### src/hdl/nbrTablePkg.sv
package nbrTablePkg;

    // slot count, fixed by the 5-bit index
    localparam int tableDepth = 32;

    // slot index into the neighbor table
    typedef logic [4:0] nbrIndex_t;

    // filled slots, extra bit so 32 reads as full
    typedef logic [5:0] nbrCount_t;

    // packet sequencer states
    // idle waits for pktValid, process steps the table,
    // output latches the record and returns the credit
    typedef enum logic [1:0] {
        stIdle    = 2'b00,
        stProcess = 2'b01,
        stOutput  = 2'b10
    } qtuState_t;

endpackage

### src/hdl/routePkg.sv
package routePkg;

    // node identifier as carried in packets and tables
    typedef logic [15:0] nodeId_t;

    // hops to the cluster head
    typedef logic [15:0] hopCount_t;

    // learned link quality, unsigned compare
    typedef logic [15:0] qValue_t;

    // sender's remaining energy
    typedef logic [15:0] energy_t;

    // all-ones id, no node chosen yet
    localparam nodeId_t noNode = '1;

endpackage

### src/hdl/bestHopTracker.sv
module bestHopTracker (
    input  logic                 clk,
    input  logic                 nrst,
    input  logic                 stepEn,
    input  logic                 hbReset,
    input  logic                 iAmDestination,
    input  routePkg::hopCount_t  hopsFromCH,
    input  routePkg::hopCount_t  fHopsFromCH,
    input  routePkg::qValue_t    fQValue,
    input  routePkg::nodeId_t    fSourceID,
    input  routePkg::nodeId_t    chosenCH,
    output routePkg::nodeId_t    chosenHop
);
    import routePkg::*;

    // hop count a useful next hop must have
    hopCount_t hopsNeeded;
    // best q seen among candidates at hopsNeeded
    qValue_t   maxQValue;
    logic      candidate;

    // sender sits one hop closer to the cluster head
    assign candidate = (fHopsFromCH == hopsNeeded);

    // tracks our own distance every cycle
    always_ff @(posedge clk or negedge nrst) begin
        if (!nrst) begin
            hopsNeeded <= '1;
        end else if (hbReset) begin
            hopsNeeded <= '1;
        end else begin
            hopsNeeded <= hopsFromCH - hopCount_t'(1);
        end
    end

    // next-hop choice
    always_ff @(posedge clk or negedge nrst) begin
        if (!nrst) begin
            maxQValue <= '0;
            chosenHop <= noNode;
        end else if (hbReset) begin
            maxQValue <= '0;
            chosenHop <= noNode;
        end else if (stepEn && iAmDestination) begin
            if (hopsNeeded == '0) begin
                // one hop from the head, go straight there
                chosenHop <= chosenCH;
            end else if (candidate) begin
                if (fQValue > maxQValue) begin
                    maxQValue <= fQValue;
                    chosenHop <= fSourceID;
                end else if ((fQValue == maxQValue) && (fSourceID < chosenHop)) begin
                    // tie on q, lower id wins
                    chosenHop <= fSourceID;
                end
            end
        end
    end

endmodule

### src/hdl/neighborCam.sv
module neighborCam (
    input  logic                   clk,
    input  logic                   nrst,
    input  logic                   stepEn,
    input  logic                   hbReset,
    input  routePkg::nodeId_t      fSourceID,
    input  routePkg::nodeId_t      fChosenCH,
    input  routePkg::nodeId_t      chosenCH,
    output nbrTablePkg::nbrIndex_t neighborIndex
);
    import routePkg::*;
    import nbrTablePkg::*;

    // table storage
    logic [tableDepth-1:0] validBits;
    nodeId_t               slotId [tableDepth];
    nbrCount_t             fillCount;

    // match and allocation logic
    logic [tableDepth-1:0] hitVec;
    logic                  anyHit;
    nbrIndex_t             hitIdx;
    logic                  sameCluster;
    logic                  tableFull;
    nbrIndex_t             freeIdx;
    logic                  doAlloc;

    // parallel compare of sender against every live slot
    always_comb begin
        for (int i = 0; i < tableDepth; i++) begin
            hitVec[i] = validBits[i] && (slotId[i] == fSourceID);
        end
    end

    assign anyHit = |hitVec;

    // priority encode, lowest slot wins
    // only one slot can hold a given id, so this is just the one-hot position
    always_comb begin
        hitIdx = '0;
        for (int i = tableDepth - 1; i >= 0; i--) begin
            if (hitVec[i]) begin
                hitIdx = nbrIndex_t'(i);
            end
        end
    end

    // only senders of our own cluster touch the table
    assign sameCluster = (fChosenCH == chosenCH);
    assign tableFull = (fillCount == nbrCount_t'(tableDepth));

    // next free slot is the fill count, slots fill in order
    assign freeIdx = nbrIndex_t'(fillCount);
    assign doAlloc = stepEn && sameCluster && !anyHit && !tableFull;

    // valid bits and fill count
    always_ff @(posedge clk or negedge nrst) begin
        if (!nrst) begin
            validBits <= '0;
            fillCount <= '0;
        end else if (hbReset) begin
            // heartbeat drops every neighbor
            validBits <= '0;
            fillCount <= '0;
        end else if (doAlloc) begin
            validBits[freeIdx] <= 1'b1;
            fillCount <= fillCount + nbrCount_t'(1);
        end
    end

    // id storage, only meaningful where valid is set
    always_ff @(posedge clk) begin
        if (doAlloc) begin
            slotId[freeIdx] <= fSourceID;
        end
    end

    // reported slot for this packet
    always_ff @(posedge clk or negedge nrst) begin
        if (!nrst) begin
            neighborIndex <= '0;
        end else if (stepEn && sameCluster) begin
            if (anyHit) begin
                neighborIndex <= hitIdx;
            end else if (!tableFull) begin
                neighborIndex <= freeIdx;
            end
            // miss on a full table holds the last index
        end
    end

endmodule

### src/hdl/qtuFmbTop.sv
module qtuFmbTop (
    input  logic                   clk,
    input  logic                   nrst,
    input  logic                   pktValid,
    input  logic                   iAmDestination,
    input  logic                   hbReset,
    input  routePkg::nodeId_t      fSourceID,
    input  routePkg::hopCount_t    fSourceHops,
    input  routePkg::qValue_t      fQValue,
    input  routePkg::energy_t      fEnergyLeft,
    input  routePkg::hopCount_t    fHopsFromCH,
    input  routePkg::nodeId_t      fChosenCH,
    input  routePkg::nodeId_t      chosenCH,
    input  routePkg::hopCount_t    hopsFromCH,
    output routePkg::nodeId_t      nodeId,
    output routePkg::hopCount_t    nodeHops,
    output routePkg::energy_t      nodeEnergy,
    output routePkg::qValue_t      nodeQValue,
    output nbrTablePkg::nbrIndex_t neighborIndex,
    output routePkg::nodeId_t      chosenHop,
    output logic                   creditReturn
);

    // process-state strobe shared by table and tracker
    logic stepEn;

    // packet FSM, record registers, credit return
    qtuSequencer uSeq (
        .clk          (clk),
        .nrst         (nrst),
        .pktValid     (pktValid),
        .fSourceID    (fSourceID),
        .fSourceHops  (fSourceHops),
        .fEnergyLeft  (fEnergyLeft),
        .fQValue      (fQValue),
        .stepEn       (stepEn),
        .nodeId       (nodeId),
        .nodeHops     (nodeHops),
        .nodeEnergy   (nodeEnergy),
        .nodeQValue   (nodeQValue),
        .creditReturn (creditReturn)
    );

    // q-table update side
    neighborCam uCam (
        .clk           (clk),
        .nrst          (nrst),
        .stepEn        (stepEn),
        .hbReset       (hbReset),
        .fSourceID     (fSourceID),
        .fChosenCH     (fChosenCH),
        .chosenCH      (chosenCH),
        .neighborIndex (neighborIndex)
    );

    // find-my-best side
    bestHopTracker uBest (
        .clk            (clk),
        .nrst           (nrst),
        .stepEn         (stepEn),
        .hbReset        (hbReset),
        .iAmDestination (iAmDestination),
        .hopsFromCH     (hopsFromCH),
        .fHopsFromCH    (fHopsFromCH),
        .fQValue        (fQValue),
        .fSourceID      (fSourceID),
        .chosenCH       (chosenCH),
        .chosenHop      (chosenHop)
    );

endmodule

### src/hdl/qtuSequencer.sv
module qtuSequencer (
    input  logic                 clk,
    input  logic                 nrst,
    input  logic                 pktValid,
    input  routePkg::nodeId_t    fSourceID,
    input  routePkg::hopCount_t  fSourceHops,
    input  routePkg::energy_t    fEnergyLeft,
    input  routePkg::qValue_t    fQValue,
    output logic                 stepEn,
    output routePkg::nodeId_t    nodeId,
    output routePkg::hopCount_t  nodeHops,
    output routePkg::energy_t    nodeEnergy,
    output routePkg::qValue_t    nodeQValue,
    output logic                 creditReturn
);
    import routePkg::*;
    import nbrTablePkg::*;

    qtuState_t state;

    // state register
    // fixed walk idle -> process -> output -> idle
    always_ff @(posedge clk or negedge nrst) begin
        if (!nrst) begin
            state <= stIdle;
        end else begin
            case (state)
                stIdle: begin
                    if (pktValid) begin
                        state <= stProcess;
                    end
                end
                stProcess: state <= stOutput;
                stOutput:  state <= stIdle;
                default:   state <= stIdle;
            endcase
        end
    end

    // table and tracker advance during process only
    assign stepEn = (state == stProcess);

    // neighbor record for the table writer
    // fields are still held by the source here
    always_ff @(posedge clk or negedge nrst) begin
        if (!nrst) begin
            nodeId     <= '0;
            nodeHops   <= hopCount_t'('1);
            nodeEnergy <= '0;
            nodeQValue <= '0;
        end else if (state == stOutput) begin
            nodeId     <= fSourceID;
            nodeHops   <= fSourceHops;
            nodeEnergy <= fEnergyLeft;
            nodeQValue <= fQValue;
        end
    end

    // one-cycle credit back to the source
    always_ff @(posedge clk or negedge nrst) begin
        if (!nrst) begin
            creditReturn <= 1'b0;
        end else begin
            creditReturn <= (state == stOutput);
        end
    end

endmodule

### config.mk
export PLATFORM = sky130hd
export DESIGN_NAME = qtuFmbTop
export DESIGN_NICKNAME = d
export VERILOG_FILES = /design/src/hdl/nbrTablePkg.sv /design/src/hdl/routePkg.sv /design/src/hdl/bestHopTracker.sv /design/src/hdl/neighborCam.sv /design/src/hdl/qtuFmbTop.sv /design/src/hdl/qtuSequencer.sv
export SDC_FILE = /design/constraint.sdc
export NUM_CORES = 1
export LEC_CHECK = 0
export ABC_CLOCK_PERIOD_IN_PS = 9190
export BUFFER_PORTS_ARGS = -buffer_cell sky130_fd_sc_hd__clkbuf_2
export CAP_MARGIN = 5
export CORE_MARGIN = 2
export CORE_UTILIZATION = 40
export DETAILED_ROUTE_END_ITERATION = 7
export HOLD_SLACK_MARGIN = 0.1
export PLACE_DENSITY = 0.69
export RECOVER_POWER = 50
export SYNTH_ARGS = -nofsm -noshare
export SYNTH_HDL_FRONTEND = slang
export SYNTH_SLANG_ARGS = --single-unit
### constraint.sdc
create_clock -name clk -period 9.19 [get_ports clk]
set_input_delay 1.3785 -clock clk [delete_from_list [all_inputs] [get_ports clk]]
set_output_delay 1.3785 -clock clk [all_outputs]
set_load 0.03 [all_outputs]
==> impl_metrics.tcl <==
set metrics [dict create \
    status "finished, violations left" \
    violations "capacitance limit, slew limit" \
    ys_seq_area_frac 0.609 \
    cp-end-kind "flip-flop" \
    gp_congestion 0.914 \
    worstSetupPathType "in2reg" \
    worst_pin_slew_ps 5500 \
    pwr_density_cell_mw_per_mm2 202 \
    crit_fanout 41 \
    antenna_found_initial 1 \
    clk_latency_ps 640 \
    dp.final_hpwl_um 52900 \
    ys.flop_type "edfxtp_1" \
    hold_ws_ps 458 \
    worst_slack_ps 1960 \
    drt_iter0_markers 2062 \
    cts_resized 0 \
    vias 20500 \
    h-tree-depth 3 \
    path_buf_inv 2 \
    synth_area_leaders "edfxtp_1, xor2_1, dfrtp_1" \
    cts_setup_buffers 0 \
    skew_ps 42.1 \
    dr.pass1.iters 7 \
    gr-total-overflow 0 \
    cp_slowest_stage_delay_ps 1440 \
    grt_max_degree 85 \
    cts_tree "yes" \
    hold_viol 0 \
    synthSimpleGateAreaFrac 0.135 \
    grt_first_pass_wirelength_um 125000 \
    synth_xor_area_frac 0.155 \
    syn_inst 2355 \
    p_leak_nw 13.0 \
    ys_seq_elements 670 \
    dieArea_mm2 0.0818 \
    drt_wl_total_um 81600 \
    synth_area_per_cell_um2 13.5 \
    worstPathRequired_ps 9410 \
    final_cell_mix "edfxtp_1, xor2_1, clkbuf_2" \
    final_common_cell "edfxtp_1" \
    final_cells 3723 \
    finalMaxSlewViolations 568 \
    start_kind "input pin" \
    async_reset_ff_frac 0.236 \
    dp_cells 3575 \
    dpl-instance-area_mm2 0.0339 \
    numClockSinks 670 \
    yosys_warnings 0 \
    synth_top_family_by_area "XOR/XNOR gates" \
    n_antenna_cell 0 \
    drive_above_1_share 0.186 \
    pre_cts_slack_ps 2320 \
    clock_path_buffers 3 \
    synth-compound-area-share 0.0272 \
    nNetsFinal 2781 \
    portBuffers 218 \
    syn_to_final_growth_pct 14.5 \
    relSlewSlack -2.67 \
    postRouteAntennaNets 0 \
    nFillCells 6937 \
    cts_buffers 73 \
    synth_area_mm2 0.0318 \
    start_util 0.403 \
    finalCriticalPeriod_ps 7230 \
    maxCapViolations 16 \
    drc 0 \
    cp_slowest_cell "clkbuf_1" \
    setup_violations 0 \
    synth_adder_area_share 0.0142 \
    synth_edf_count 512 \
    clk_pin_slew_ps 60 \
    cts_root_buf "clkbuf_16" \
    cp_top_family "simple AND/OR/NAND/NOR gates" \
    fmaxAchievable_mhz 138 \
    rows 103 \
    ir_worst_vdd_mv 0.187 \
    die_x_um 286 \
    min_period_over_period 0.787 \
    die_h_um 286 \
    grt_setup_unrepaired "false" \
    finalInstanceArea_mm2 0.0364 \
    ys_types 65 \
    tns_ps 0 \
    gr-usage-all-layers 0.197 \
    core_mm2 0.0789 \
    yosysTopAreaCellShare 0.483 \
    first_global_vias 21000 \
    min_path_type "reg2reg" \
    synth_mux_area_frac 0.0334 \
    synth_fp_nets 2524 \
    avgRoutedWirePerCell_um 21.9 \
    routed_via_density 5.51 \
    hold_buffers 0 \
    crit_chain "buf_4, clkbuf_1, xnor2_1, and4_1, nand4_1, o22ai_1, nor4_1, nand4_2, nor3_2, nand2_1, nor2_1" \
    pin_count 219 \
    synth_area_leader_cell "edfxtp_1" \
    critPathArrivalTime_ps 7450 \
]
flip-flops by register name (all words and copies together), names as in the netlist:
name,count
uCam.slotId,512
uCam.validBits,32
uBest.chosenHop,16
uBest.hopsNeeded,16
uBest.maxQValue,16
uSeq.nodeEnergy,16
uSeq.nodeHops,16
uSeq.nodeId,16
uSeq.nodeQValue,16
uCam.fillCount,6
uCam.neighborIndex,5
uSeq.state,2
uSeq.creditReturn,1
routing by layer:
layer / vias up / GRT usage / routed length (um)
met2: 925 / 0.315 / 37200
met1: 10200 / 0.276 / 36000
met4: 0 / 0.0554 / 1940
li1: 9252 / - / -
met5: - / 0 / 0
met3: 150 / 0.0343 / 6420
area by class of cell:
class	count	area [um2]	area share
Multi-Input combinational cell	1555	11600	0.319
Sequential cell	670	19400	0.532
Tap cell	1050	1310	0.0361
Clock buffer	98	2060	0.0567
Clock inverter	38	403	0.0111
Timing Repair Buffer	272	1490	0.0408
Inverter	40	150	0.00412
cell usage after synthesis (17+ instances only):
master / number
nand2_1: 83
nand4_1: 83
nand4b_1: 23
or4_1: 17
mux2_2: 66
xnor2_1: 169
and3_1: 31
nor3_1: 46
buf_4: 38
ha_1: 36
dfrtp_1: 110
xor2_1: 394
inv_1: 39
nor2_1: 121
or3_1: 18
a31oi_1: 18
edfxtp_1: 512
nor4b_1: 25
clkbuf_1: 22
o21a_1: 33
nor3b_1: 27
mux2i_1: 32
buf_6: 23
nand3b_1: 18
dfstp_2: 48
nor4_1: 120
and4_1: 25
nand3_1: 55
o22ai_1: 20
through the flow:
stage / util / power, W
detailed placement: 0.430 / 0.00445
global route: 0.462 / 0.00760
floorplan: - / 0.00412
CTS: 0.461 / 0.00740
global placement: 0.430 / 0.00443
finish: 0.462 / 0.00734
power by group:
part | total [W] | internal [W] | switching (W)
Combinational | 0.000896 | 0.000290 | 0.000606
Sequential | 0.00349 | 0.00341 | 0.0000816
Clock | 0.00295 | 0.00169 | 0.00126
kinds of logic after synthesis:
group,Yosys count
compound gates,127
fa+ha+maj,36
mux,98
xor+xnor,563
simple gates,731
flops,670
buf+inv,130
path summary, 6_finish.rpt:
check                                            startpoint                              to  slack [ps]  cells past startpoint
max in group asynchronous                              nrst  uCam.validBits[27]$_DFFE_PN0P_        2450                      2
min in group asynchronous                              nrst  uSeq.nodeEnergy[3]$_DFFE_PN0P_        2740                      1
worst min register to register    uSeq.state[1]$_DFFE_PN0P_       uSeq.state[0]$_DFFE_PN0P_         460                      1
worst min-delay path              uSeq.state[1]$_DFFE_PN0P_       uSeq.state[0]$_DFFE_PN0P_         460                      1
worst max register to register  uCam.slotId[0][9]$_DFFE_PP_    uCam.slotId[26][5]$_DFFE_PP_        4480                      9
worst max-delay path                          fSourceID[12]    uCam.slotId[26][5]$_DFFE_PP_        1960                     11
No activity file was read; power rests on OpenSTA's default activity.
